## config.mk

```make
export PLATFORM = sky130hd
export DESIGN_NAME = video_compositor_top
export DESIGN_NICKNAME = d
export VERILOG_FILES = /design/src/video_pkg.sv /design/src/video_ctrl.sv /design/src/video_timing.sv /design/src/palette_lookup.sv /design/src/video_blend.sv /design/src/video_compositor_top.sv
export SDC_FILE = /design/constraint.sdc
export NUM_CORES = 1
export LEC_CHECK = 0
export BUFFER_PORTS_ARGS = -buffer_cell sky130_fd_sc_hd__buf_2
export CORE_AREA = 2 2 250 252
export CTS_BUF_LIST = sky130_fd_sc_hd__clkbuf_8
export DETAILED_ROUTE_END_ITERATION = 10
export DIE_AREA = 0 0 252 254
export PLACE_DENSITY = 0.66
export RECOVER_POWER = 100
export SLEW_MARGIN = 10
export SYNTH_ARGS = -nofsm -noshare
export SYNTH_HDL_FRONTEND = slang
export SYNTH_SLANG_ARGS = --single-unit
```

## constraint.sdc

```tcl
create_clock -name clk -period 5.98 [get_ports clk]
set_input_delay 1.196 -clock clk [delete_from_list [all_inputs] [get_ports clk]]
set_output_delay 1.196 -clock clk [all_outputs]
set_load 0.02 [all_outputs]
```

## src/video_pkg.sv

```systemverilog
// raster sizes are tiny simulation values; one clock domain only; palette windows are write-only
`default_nettype none

package video_pkg;

    // raster, in clocks and lines
    localparam int h_active     = 16;
    localparam int h_total      = 24;
    localparam int h_sync_start = 18;
    localparam int h_sync_end   = 20;
    localparam int v_active     = 6;
    localparam int v_total      = 9;
    // vsync is high for this one line only
    localparam int v_sync_line  = 7;

    // axi4-lite geometry
    localparam int axi_addr_w = 8;
    localparam int axi_data_w = 32;

    // register map
    localparam logic [axi_addr_w-1:0] reg_ctrl_addr  = 8'h00;
    localparam logic [axi_addr_w-1:0] reg_frame_addr = 8'h04;
    // 16 word-aligned entries per palette
    localparam logic [axi_addr_w-1:0] pal_a_base     = 8'h40;
    localparam logic [axi_addr_w-1:0] pal_b_base     = 8'h80;

    // response codes
    localparam logic [1:0] resp_okay   = 2'b00;
    localparam logic [1:0] resp_slverr = 2'b10;

    typedef struct packed {
        logic [3:0] alpha;
        logic [3:0] red;
        logic [3:0] green;
        logic [3:0] blue;
    } argb_t;

    typedef struct packed {
        logic [3:0] red;
        logic [3:0] green;
        logic [3:0] blue;
    } rgb_t;

    // value 3 is reserved, the blender treats it as opaque
    typedef enum logic [1:0] {
        blend_opaque = 2'd0,
        blend_key    = 2'd1,
        blend_alpha  = 2'd2
    } blend_mode_e;

    typedef struct packed {
        logic        enable;
        blend_mode_e mode;
    } ctrl_t;

    typedef struct packed {
        logic hsync;
        logic vsync;
        logic de;
    } vid_sync_t;

    // at most one of we_a / we_b set
    typedef struct packed {
        logic       we_a;
        logic       we_b;
        logic [3:0] index;
        argb_t      color;
    } pal_wr_t;

endpackage

`default_nettype wire

```

## src/video_ctrl.sv

```systemverilog
// single outstanding write and read; control at 0x00 is {mode[2:1], enable[0]}; palette reads give 0
`default_nettype none

module video_ctrl (
    input  wire logic                                 clk,
    input  wire logic                                 arst_n_i,
    // write address and data
    input  wire logic [video_pkg::axi_addr_w-1:0]     awaddr_i,
    input  wire logic                                 awvalid_i,
    output logic                                      awready_o,
    input  wire logic [video_pkg::axi_data_w-1:0]     wdata_i,
    input  wire logic [video_pkg::axi_data_w/8-1:0]   wstrb_i,
    input  wire logic                                 wvalid_i,
    output logic                                      wready_o,
    // write response
    output logic [1:0]                                bresp_o,
    output logic                                      bvalid_o,
    input  wire logic                                 bready_i,
    // read address and data
    input  wire logic [video_pkg::axi_addr_w-1:0]     araddr_i,
    input  wire logic                                 arvalid_i,
    output logic                                      arready_o,
    output logic [video_pkg::axi_data_w-1:0]          rdata_o,
    output logic [1:0]                                rresp_o,
    output logic                                      rvalid_o,
    input  wire logic                                 rready_i,
    // video side
    input  wire logic                                 frame_start_i,
    output video_pkg::ctrl_t                          ctrl_o,
    output video_pkg::pal_wr_t                        pal_wr_o
);

    typedef enum logic {
        w_idle,
        w_resp
    } wr_state_e;

    typedef enum logic {
        r_idle,
        r_resp
    } rd_state_e;

    wr_state_e   wr_state;
    rd_state_e   rd_state;
    logic        wr_hs;
    logic        rd_hs;
    logic [15:0] frame_cnt;

    // palette window match, word aligned only
    function automatic logic in_pal(input logic [video_pkg::axi_addr_w-1:0] addr,
                                    input logic [video_pkg::axi_addr_w-1:0] base);
        return (addr[7:6] == base[7:6]) && (addr[1:0] == 2'b00);
    endfunction

    function automatic logic is_mapped(input logic [video_pkg::axi_addr_w-1:0] addr);
        return (addr == video_pkg::reg_ctrl_addr) || (addr == video_pkg::reg_frame_addr) ||
               in_pal(addr, video_pkg::pal_a_base) || in_pal(addr, video_pkg::pal_b_base);
    endfunction

    // accept only with both channels valid and no response pending
    assign wr_hs     = (wr_state == w_idle) && awvalid_i && wvalid_i;
    assign awready_o = wr_hs;
    assign wready_o  = wr_hs;
    assign bvalid_o  = (wr_state == w_resp);

    assign rd_hs     = (rd_state == r_idle) && arvalid_i;
    assign arready_o = rd_hs;
    assign rvalid_o  = (rd_state == r_resp);

    // palette write goes out in the handshake cycle
    // entry is 16 bits, so both low strobes are required
    always_comb begin
        pal_wr_o       = '0;
        pal_wr_o.index = awaddr_i[5:2];
        pal_wr_o.color = video_pkg::argb_t'(wdata_i[15:0]);
        pal_wr_o.we_a  = wr_hs && (&wstrb_i[1:0]) && in_pal(awaddr_i, video_pkg::pal_a_base);
        pal_wr_o.we_b  = wr_hs && (&wstrb_i[1:0]) && in_pal(awaddr_i, video_pkg::pal_b_base);
    end

    // handshake fsms
    always_ff @(posedge clk or negedge arst_n_i) begin
        if (!arst_n_i) begin
            wr_state <= w_idle;
            rd_state <= r_idle;
        end else begin
            if (wr_hs) begin
                wr_state <= w_resp;
            end else if (bvalid_o && bready_i) begin
                wr_state <= w_idle;
            end
            if (rd_hs) begin
                rd_state <= r_resp;
            end else if (rvalid_o && rready_i) begin
                rd_state <= r_idle;
            end
        end
    end

    // control register and frame counter
    always_ff @(posedge clk or negedge arst_n_i) begin
        if (!arst_n_i) begin
            ctrl_o    <= '{enable: 1'b0, mode: video_pkg::blend_opaque};
            frame_cnt <= '0;
        end else begin
            if (wr_hs && wstrb_i[0] && (awaddr_i == video_pkg::reg_ctrl_addr)) begin
                ctrl_o.enable <= wdata_i[0];
                ctrl_o.mode   <= video_pkg::blend_mode_e'(wdata_i[2:1]);
            end
            // wraps at 16 bits
            if (frame_start_i) begin
                frame_cnt <= frame_cnt + 16'd1;
            end
        end
    end

    // response payload, only looked at while valid
    always_ff @(posedge clk) begin
        if (wr_hs) begin
            bresp_o <= is_mapped(awaddr_i) ? video_pkg::resp_okay : video_pkg::resp_slverr;
        end
        if (rd_hs) begin
            rresp_o <= is_mapped(araddr_i) ? video_pkg::resp_okay : video_pkg::resp_slverr;
            if (araddr_i == video_pkg::reg_ctrl_addr) begin
                rdata_o <= video_pkg::axi_data_w'({ctrl_o.mode, ctrl_o.enable});
            end else if (araddr_i == video_pkg::reg_frame_addr) begin
                rdata_o <= video_pkg::axi_data_w'(frame_cnt);
            end else begin
                // palettes and holes read as zero
                rdata_o <= '0;
            end
        end
    end

endmodule

`default_nettype wire

```

## src/video_timing.sv

```systemverilog
// outputs registered; counters held at zero and sync low while disabled; first pixel one cycle after enable
`default_nettype none

module video_timing (
    input  wire logic               clk,
    input  wire logic               arst_n_i,
    input  wire video_pkg::ctrl_t   ctrl_i,
    output video_pkg::vid_sync_t    sync_o,
    output logic                    frame_start_o
);

    logic [$clog2(video_pkg::h_total)-1:0] h_cnt;
    logic [$clog2(video_pkg::v_total)-1:0] v_cnt;
    logic                                  h_last;
    logic                                  v_last;
    video_pkg::vid_sync_t                  sync_next;

    assign h_last = (h_cnt == video_pkg::h_total - 1);
    assign v_last = (v_cnt == video_pkg::v_total - 1);

    // decode current position, registered below
    always_comb begin
        sync_next.de    = (h_cnt < video_pkg::h_active) && (v_cnt < video_pkg::v_active);
        sync_next.hsync = (h_cnt >= video_pkg::h_sync_start) && (h_cnt < video_pkg::h_sync_end);
        sync_next.vsync = (v_cnt == video_pkg::v_sync_line);
    end

    always_ff @(posedge clk or negedge arst_n_i) begin
        if (!arst_n_i) begin
            h_cnt         <= '0;
            v_cnt         <= '0;
            sync_o        <= '0;
            frame_start_o <= 1'b0;
        end else if (!ctrl_i.enable) begin
            // parked at top left
            h_cnt         <= '0;
            v_cnt         <= '0;
            sync_o        <= '0;
            frame_start_o <= 1'b0;
        end else begin
            sync_o        <= sync_next;
            // rising edge of vsync
            frame_start_o <= sync_next.vsync && !sync_o.vsync;
            if (h_last) begin
                h_cnt <= '0;
                v_cnt <= v_last ? '0 : v_cnt + 1'b1;
            end else begin
                h_cnt <= h_cnt + 1'b1;
            end
        end
    end

endmodule

`default_nettype wire

```

## src/palette_lookup.sv

```systemverilog
// storage has no reset and is write-only from the bus; read data lags the index by one cycle
`default_nettype none

module palette_lookup (
    input  wire logic               clk,
    input  wire video_pkg::pal_wr_t pal_wr_i,
    input  wire logic [3:0]         index_a_i,
    input  wire logic [3:0]         index_b_i,
    output video_pkg::argb_t        colour_a_o,
    output video_pkg::argb_t        colour_b_o
);

    // one array per playfield
    video_pkg::argb_t pal_a [16];
    video_pkg::argb_t pal_b [16];

    // shared write port
    always_ff @(posedge clk) begin
        if (pal_wr_i.we_a) begin
            pal_a[pal_wr_i.index] <= pal_wr_i.color;
        end
        if (pal_wr_i.we_b) begin
            pal_b[pal_wr_i.index] <= pal_wr_i.color;
        end
    end

    // registered reads, ram style
    always_ff @(posedge clk) begin
        colour_a_o <= pal_a[index_a_i];
        colour_b_o <= pal_b[index_b_i];
    end

endmodule

`default_nettype wire

```

## src/video_blend.sv

```systemverilog
// expects colours one cycle behind sync; mode is pipelined with sync; colour is zero outside de
`default_nettype none

module video_blend (
    input  wire logic                   clk,
    input  wire logic                   arst_n_i,
    input  wire video_pkg::ctrl_t       ctrl_i,
    input  wire video_pkg::vid_sync_t   sync_i,
    input  wire video_pkg::argb_t       colour_a_i,
    input  wire video_pkg::argb_t       colour_b_i,
    output video_pkg::rgb_t             blend_rgb_o,
    output video_pkg::vid_sync_t        sync_o
);

    video_pkg::vid_sync_t   sync_d1;
    video_pkg::blend_mode_e mode_d1;
    video_pkg::rgb_t        rgb_a;
    video_pkg::rgb_t        rgb_b;
    video_pkg::rgb_t        mix_rgb;

    // one channel of ((a+1)*top + (16-a)*bottom) >> 4
    // sum peaks at 255, so 8 bits hold it
    function automatic logic [3:0] mix(input logic [3:0] alpha,
                                       input logic [3:0] top,
                                       input logic [3:0] bottom);
        logic [7:0] sum;
        sum = (8'(alpha) + 8'd1) * 8'(top) + (8'd16 - 8'(alpha)) * 8'(bottom);
        return sum[7:4];
    endfunction

    assign rgb_a = {colour_a_i.red, colour_a_i.green, colour_a_i.blue};
    assign rgb_b = {colour_b_i.red, colour_b_i.green, colour_b_i.blue};

    // a is bottom layer, b on top
    always_comb begin
        case (mode_d1)
            video_pkg::blend_key: begin
                // b wins only with its alpha msb set and a's clear
                mix_rgb = (colour_b_i.alpha[3] && !colour_a_i.alpha[3]) ? rgb_b : rgb_a;
            end
            video_pkg::blend_alpha: begin
                mix_rgb.red   = mix(colour_b_i.alpha, colour_b_i.red, colour_a_i.red);
                mix_rgb.green = mix(colour_b_i.alpha, colour_b_i.green, colour_a_i.green);
                mix_rgb.blue  = mix(colour_b_i.alpha, colour_b_i.blue, colour_a_i.blue);
            end
            // opaque and reserved
            default: mix_rgb = rgb_a;
        endcase
    end

    always_ff @(posedge clk or negedge arst_n_i) begin
        if (!arst_n_i) begin
            sync_d1     <= '0;
            mode_d1     <= video_pkg::blend_opaque;
            sync_o      <= '0;
            blend_rgb_o <= '0;
        end else begin
            // stage 1 matches palette read latency
            sync_d1     <= sync_i;
            mode_d1     <= ctrl_i.mode;
            // stage 2 output
            sync_o      <= sync_d1;
            blend_rgb_o <= sync_d1.de ? mix_rgb : '0;
        end
    end

endmodule

`default_nettype wire

```

## src/video_compositor_top.sv

```systemverilog
// pixel request to rgb_o is two cycles; indices must be valid while pix_req_o is high; no back-pressure
`default_nettype none

module video_compositor_top (
    input  wire logic                                 clk,
    input  wire logic                                 arst_n_i,
    // axi4-lite slave
    input  wire logic [video_pkg::axi_addr_w-1:0]     awaddr_i,
    input  wire logic                                 awvalid_i,
    output logic                                      awready_o,
    input  wire logic [video_pkg::axi_data_w-1:0]     wdata_i,
    input  wire logic [video_pkg::axi_data_w/8-1:0]   wstrb_i,
    input  wire logic                                 wvalid_i,
    output logic                                      wready_o,
    output logic [1:0]                                bresp_o,
    output logic                                      bvalid_o,
    input  wire logic                                 bready_i,
    input  wire logic [video_pkg::axi_addr_w-1:0]     araddr_i,
    input  wire logic                                 arvalid_i,
    output logic                                      arready_o,
    output logic [video_pkg::axi_data_w-1:0]          rdata_o,
    output logic [1:0]                                rresp_o,
    output logic                                      rvalid_o,
    input  wire logic                                 rready_i,
    // playfield indices from the fetcher
    input  wire logic [3:0]                           pf_a_index_i,
    input  wire logic [3:0]                           pf_b_index_i,
    // video out
    output logic                                      pix_req_o,
    output logic                                      hsync_o,
    output logic                                      vsync_o,
    output logic                                      de_o,
    output video_pkg::rgb_t                           rgb_o
);

    video_pkg::ctrl_t     ctrl;
    video_pkg::pal_wr_t   pal_wr;
    video_pkg::vid_sync_t sync;
    video_pkg::vid_sync_t sync_out;
    video_pkg::argb_t     colour_a;
    video_pkg::argb_t     colour_b;
    logic                 frame_start;

    video_ctrl video_ctrl_inst (
        .clk           (clk),
        .arst_n_i      (arst_n_i),
        .awaddr_i      (awaddr_i),
        .awvalid_i     (awvalid_i),
        .awready_o     (awready_o),
        .wdata_i       (wdata_i),
        .wstrb_i       (wstrb_i),
        .wvalid_i      (wvalid_i),
        .wready_o      (wready_o),
        .bresp_o       (bresp_o),
        .bvalid_o      (bvalid_o),
        .bready_i      (bready_i),
        .araddr_i      (araddr_i),
        .arvalid_i     (arvalid_i),
        .arready_o     (arready_o),
        .rdata_o       (rdata_o),
        .rresp_o       (rresp_o),
        .rvalid_o      (rvalid_o),
        .rready_i      (rready_i),
        .frame_start_i (frame_start),
        .ctrl_o        (ctrl),
        .pal_wr_o      (pal_wr)
    );

    video_timing video_timing_inst (
        .clk           (clk),
        .arst_n_i      (arst_n_i),
        .ctrl_i        (ctrl),
        .sync_o        (sync),
        .frame_start_o (frame_start)
    );

    palette_lookup palette_lookup_inst (
        .clk        (clk),
        .pal_wr_i   (pal_wr),
        .index_a_i  (pf_a_index_i),
        .index_b_i  (pf_b_index_i),
        .colour_a_o (colour_a),
        .colour_b_o (colour_b)
    );

    video_blend video_blend_inst (
        .clk         (clk),
        .arst_n_i    (arst_n_i),
        .ctrl_i      (ctrl),
        .sync_i      (sync),
        .colour_a_i  (colour_a),
        .colour_b_i  (colour_b),
        .blend_rgb_o (rgb_o),
        .sync_o      (sync_out)
    );

    // request indices during active display
    assign pix_req_o = sync.de;
    assign hsync_o   = sync_out.hsync;
    assign vsync_o   = sync_out.vsync;
    assign de_o      = sync_out.de;

endmodule

`default_nettype wire

```

# Yosys cells after proc, flatten, opt, wreduce, memory -nomap -nowiden
# Memory sizes are Yosys's and may differ from the RTL's. A register that Yosys moved wholly into a read port is not among the register bits.
# Cells that the tools add are included.
[word_totals] inputBits=67 register_bits=90 ram_bits=512 memories=2
[memory_table] name="palette_lookup_inst.pal_a" words=16 width=16 read_ports=1 rd_clocked_by_memory_dff=1 wr=1 line="palette_lookup.sv:14" source="video_pkg::argb_t pal_a [16];"
[memory_table] name="palette_lookup_inst.pal_b" words=16 width=16 read_ports=1 rd_clocked_by_memory_dff=1 wr=1 line="palette_lookup.sv:15" source="video_pkg::argb_t pal_b [16];"
[classes] mux=22 n_lt_le_gt_ge=4 mul=6 bitwise_logic=3 reduce_logical=34 add_sub_neg=8 eq_ne=12
[ops] op="multiplier 8 x 4 -> 8 bit" n=6
[ops] op="adder 8 bit" n=3
[ops] op="two-way mux 12 bit" n=2
[ops] op="case mux 12 bit (2 select lines)" n=1
[ops] op="logical AND 1 bit" n=18
[ops] op="adder 16 x 1 -> 16 bit, second input constant" n=1
[ops] op="equality test 8 x 3 -> 1 bit, second input constant" n=2
[ops] op="logical NOT 8 bit" n=2
[ops] op="two-way mux 4 bit" n=3
[ops] op="less-than comparator 5 bit, second input constant" n=2
[ops] op="two-way mux 5 bit" n=2
[ops] op="two-way mux 1 bit" n=9
[ops] op="two-way mux 3 bit" n=3
[ops] op="equality test 2 x 1 -> 1 bit, second input constant" n=3
[ops] op="equality test 2 bit, second input constant" n=3
[ops] op="logical OR 1 bit" n=6
[ops] op="subtractor 5 x 4 -> 6 bit, first input constant" n=1
[ops] op="adder 4 x 1 -> 5 bit, second input constant" n=1
[ops] op="adder 5 x 1 -> 5 bit, second input constant" n=1
[ops] op="equality test 5 bit, second input constant" n=1
[ops] op="greater-or-equal comparator 5 bit, second input constant" n=1
[ops] op="adder 4 x 1 -> 4 bit, second input constant" n=1
[ops] op="equality test 4 x 3 -> 1 bit, second input constant" n=1
[ops] op="equality test 4 bit, second input constant" n=1
[ops] op="9 further kinds" n=15

# Logic depth before layout (Yosys ltp)
[depth] ltp_word=7 ltp_mapped=20 ltp_nobuf=18

# Modules after synthesis
# From an unflattened synthesis, not the netlist that was laid out.
[unflattened] hier_cells=1569 hier_area_um2=27091.0
[modules_own_cells] mod="palette_lookup" n_inst=1 seq_area_each_um2=16015.4 cells_each=865 area_each_um2=20121.8
[modules_own_cells] mod="video_blend" n_inst=1 seq_area_each_um2=500.5 cells_each=482 area_each_um2=4367.9
[modules_own_cells] mod="video_ctrl" n_inst=1 seq_area_each_um2=1066.0 cells_each=167 area_each_um2=1994.4
[modules_own_cells] mod="video_timing" n_inst=1 seq_area_each_um2=325.3 cells_each=55 area_each_um2=606.8

# Worst setup path after synthesis
# No wires, ideal clock.
[synth_timing] path_type="reg2reg" start="reg palette_lookup_inst.colour_b_o[12] (netlist name)" end="reg video_blend_inst.blend_rgb_o[2] (netlist bit)" required_ns=5.880 synth_period_minus_slack_ns=4.810 path_buffers=2 slack_ns=1.170 stages_incl_launch_ff=18 setup_ns=0.100 arrival_ns=4.711 path_cell_list="dfxtp_1 -> clkbuf_1 -> inv_1 -> ha_1 -> clkbuf_1 -> nand2_1 -> fa_1 -> fa_1 -> inv_1 -> fa_1 -> inv_1 -> fa_1 -> inv_1 -> ha_1 -> a211oi_1 -> nor2_1 -> or3_1 -> a311oi_1"
[synth_via] elab_chain_cells=5
[synth_lines] item="subtractor 5 x 4 -> 6 bit or adder 4 x 1 -> 5 bit (tied branches)" line="video_blend.sv:27" source="sum = (8'(alpha) + 8'd1) * 8'(top) + (8'd16 - 8'(alpha)) * 8'(bottom);"
[synth_lines] item="multiplier 8 x 4 -> 8 bit" line="video_blend.sv:27"
[synth_lines] item="adder 8 bit *" line="video_blend.sv:27"
[synth_lines] item="case mux 12 bit (2 select lines) *" line="video_blend.sv:36" source="case (mode_d1)"
[synth_lines] item="two-way mux 12 bit *" line="video_blend.sv:63" source="blend_rgb_o <= sync_d1.de ? mix_rgb : '0;"
[synth_lines] item="to (signal assigned)" line="video_blend.sv:63"
[synth_lines] item="to (decl)" line="video_blend.sv:11" source="output video_pkg::rgb_t blend_rgb_o,"
# Mark *: on every way between the ends. The rest lies on a longest branch, timed or not.
# A chain may end at the register's enable or synchronous reset.

# Final worst setup path
[layout_timing] start="reg palette_lookup_inst.colour_b_o[12] (netlist name)" end="reg video_blend_inst.blend_rgb_o[6] (netlist bit)"
[layout_via] elab_chain_cells=5
[layout_lines] item="subtractor 5 x 4 -> 6 bit or adder 4 x 1 -> 5 bit (tied branches)" line="video_blend.sv:27"
[layout_lines] item="multiplier 8 x 4 -> 8 bit" line="video_blend.sv:27"
[layout_lines] item="adder 8 bit *" line="video_blend.sv:27"
[layout_lines] item="case mux 12 bit (2 select lines) *" line="video_blend.sv:36"
[layout_lines] item="two-way mux 12 bit *" line="video_blend.sv:63"
# Marked as above.

==> impl_metrics.json <==
{
  "viasPerCell": 5.20,
  "crit_family": "adder cells",
  "swShare_pct": 27.7,
  "die_area_sq_um": 64000,
  "dp_cells": 2252,
  "synth_edf_count": 482,
  "min_from": "video_timing_inst.sync_o[2]",
  "netlist_area_sq_um": 24900,
  "tns_ns": 0,
  "dp_slack_ns": 0.863,
  "crit_arrival_ns": 5.58,
  "crit_chain": "inv_1, ha_1, and2_1, fa_1, fa_1, fa_1, inv_1, fa_1, inv_1, ha_1, a21o_1, a211oi_1, o31ai_1, a21oi_1, a311oi_1",
  "antenna_found_initial": 8,
  "clk-insertion-delay-late_ns": 0.66,
  "r2r_start": "palette_lookup_inst.colour_b_o[12]",
  "cp_slowest_cell": "ha_1",
  "drtIter0Drc": 973,
  "status": "finished, violations left",
  "synth_common_cells": "edfxtp_1, mux4_2, inv_1, and2_1, fa_1",
  "fp.dieW_microns": 252,
  "grt.overflow.total": 0,
  "io_pins": 124,
  "grt_pass1_vias": 13200,
  "setup_viol": 0,
  "grt_usage_pct": 16.5,
  "final_util_pct": 45.2,
  "start_util_pct": 40.6,
  "ys_types": 53,
  "nFillCells": 5317,
  "multi_input_area_sq_um": 7700,
  "fin_skew_ns": 0.0391,
  "tightest_slew_ns": 2.80,
  "p_per_area_nw_per_um2": 331,
  "max_freq_mhz": 197,
  "startpoint": "palette_lookup_inst.colour_b_o[12]",
  "drv_cap": 18,
  "worstSetupPathType": "reg2reg",
  "cts-root-buf": "clkbuf_8",
  "worst_slack_ns": 0.897,
  "start_kind": "flop",
  "layout.area.seq_sq_um": 16400,
  "cts_tree": "done",
  "synth_area_leader_cell": "edfxtp_1",
  "area_delta_synth_final_pct": 11.3,
  "synth_ff_type": "edfxtp_1",
  "core_area_sq_um": 61300,
  "intPower_mw": 6.62,
  "yosysSeqAreaShare_pct": 66.0,
  "path_buf_inv": 3,
  "gp_congestion": 0.825,
  "final_cells": 2415,
  "avgSynthCellArea_sq_um": 17.8,
  "cts_setup_buffers": 0,
  "ys_top_cells_by_area": "edfxtp_1, mux4_2, dfrtp_1",
  "yosysWarnings": 0,
  "power_frac_seq_pct": 47.6,
  "setup.worst_path.end_class": "flop",
  "violations": "max-capacitance violations, max-slew violations",
  "port_buffers": 87,
  "relSlewSlack_pct": -86.8,
  "ctsLongestPathBuffers": 3,
  "clk_pin_slew_ns": 0.06,
  "power_switching_mw": 2.54,
  "synthCells": 1399,
  "num_rows": 91,
  "nNetsFinal": 1737,
  "synth_top_area_share_pct": 58.2,
  "hpwl_mm": 31.4,
  "clkPwrFrac_pct": 32.9,
  "power_mw": 9.16,
  "reg2reg_depth": 15,
  "drive_gt1_share_pct": 18.3,
  "drt_wl_total_mm": 51.3,
  "dr.pass1.iters": 5,
  "async_reset_ff_share_pct": 9.56,
  "wire_per_inst_microns": 21.2,
  "cts_resized": 0,
  "route.vias.total": 12500,
  "grt_pass1_wl_mm": 78.2,
  "hold_violations": 0,
  "numCtsBuffers": 90,
  "grt_max_degree": 55,
  "drtAntennaViolNets": 0,
  "min_path_type": "reg2reg",
  "combPwrFrac_pct": 19.5,
  "p_leak_nw": 9.89,
  "holdPathStages": 0,
  "ctsHtreeMaxLevel": 3,
  "ys_ff_latch": 565,
  "peakVddDrop_mv": 0.138,
  "cp.depth": 15,
  "min_period_ns": 5.08,
  "die_h_microns": 254,
  "drc_errors": 0,
  "slew_violations": 351,
  "worst-path-max-fanout": 24,
  "rsz0062_at_grt": "false",
  "required_ns": 6.48,
  "cpPeakStageDelay_ns": 0.77,
  "clock-sinks": 565,
  "yosysMostFrequentCell": "edfxtp_1",
  "cp_common_cell": "fa_1",
  "period_share_pct": 85.0,
  "cts.hold.buffers_added": 0
}
[power by group through the flow]
| stage | Sequential, mW | Clock, mW | Combinational [mW] |
|---|---|---|---|
| global route | 4.36 | 3.25 | 2.08 |
| global placement | 4.44 | 0 | 1.78 |
| CTS | 4.36 | 3.10 | 1.83 |
| detailed placement | 4.44 | 0 | 1.81 |
| floorplan | 4.42 | 0 | 1.37 |
| finish | 4.36 | 3.01 | 1.79 |
[area by class of cell]
class | instances | share of cell area, %
clock inverter | 65 | 1.13
tap | 790 | 3.57
clock buffer | 97 | 4.82
multi-input combinational | 667 | 27.8
inverter | 112 | 1.52
sequential | 565 | 59.3
antenna | 1 | 0.00904
timing repair buffer | 118 | 1.85
[worst paths after layout]
| check | endpoint | slack [ns] |
|---|---|---|
| setup / recovery | video_blend_inst.blend_rgb_o[6] | 0.90 |
| hold / removal | video_blend_inst.sync_d1[2] | 0.35 |
| setup reg to reg | video_blend_inst.blend_rgb_o[6] | 0.90 |
| hold reg to reg | video_blend_inst.sync_d1[2] | 0.35 |
| max in group asynchronous | video_blend_inst.blend_rgb_o[8] | 2.87 |
| min in group asynchronous | video_ctrl_inst.frame_cnt[9] | 1.52 |
[state kept, by name (all words and copies together), names as in the netlist]
| name | flops |
|---|---|
| video_timing_inst.h_cnt | 5 |
| video_ctrl_inst.bvalid_o | 1 |
| video_timing_inst.sync_o | 3 |
| video_blend_inst.blend_rgb_o | 12 |
| palette_lookup_inst.pal_a | 208 |
| video_ctrl_inst.ctrl_o | 3 |
| video_timing_inst.frame_start_o | 1 |
| video_ctrl_inst.bresp_o | 1 |
| video_blend_inst.sync_o | 3 |
| video_blend_inst.mode_d1 | 2 |
| palette_lookup_inst.colour_b_o | 16 |
| video_timing_inst.v_cnt | 4 |
| palette_lookup_inst.pal_b | 256 |
| palette_lookup_inst.colour_a_o | 13 |
| video_ctrl_inst.frame_cnt | 16 |
| video_ctrl_inst.rdata_o | 16 |
| video_ctrl_inst.rvalid_o | 1 |
| video_ctrl_inst.rresp_o | 1 |
| video_blend_inst.sync_d1 | 3 |
[logic make-up after synthesis]
kind of cell / Yosys count / synth area share (%)
multiplexers: 151 / 13.6
flip-flops: 565 / 66.0
other: 1 / 0.0151
buffers and inverters: 184 / 3.41
XOR/XNOR: 44 / 1.77
adder cells (fa/ha/maj): 116 / 7.74
AO/OA/AOI/OAI: 71 / 1.89
AND/OR/NAND/NOR: 267 / 5.65
[placed cells by master, fill, tap and decap left out, drive strengths merged, types with 4 or more instances in the layout]
master / instances
dfrtp: 54
buf: 38
a22o: 5
nand4: 9
nand2: 46
clkinv: 29
nand2b: 6
and3: 4
fa: 63
o21ai: 16
xor2: 17
conb: 18
nor2b: 19
a311oi: 5
and2: 86
inv: 146
xnor3: 4
mux4: 145
xnor2: 23
clkbuf: 177
edfxtp: 482
nor3: 12
ha: 53
a21o: 5
nand3: 11
dfxtp: 29
a21oi: 15
mux2: 4
nor2: 59
a211oi: 6
[routing by layer]
layer  part of all wire [%]  GRT usage (%)
met2                     49           27.2
met4                    2.0           5.29
met1                     43           22.0
met3                    5.7           3.27
met5                  0.082              0
[per-stage QoR]
stage | hold slack (ns) | area (sq um)
after floorplan | 0.331 | 24900
after global placement | 0.333 | 26200
after detailed placement | 0.336 | 26200
after CTS | 0.351 | 27900
after global routing | 0.359 | 27700
final | 0.350 | 27700
(Power assumes the default switching activity.)
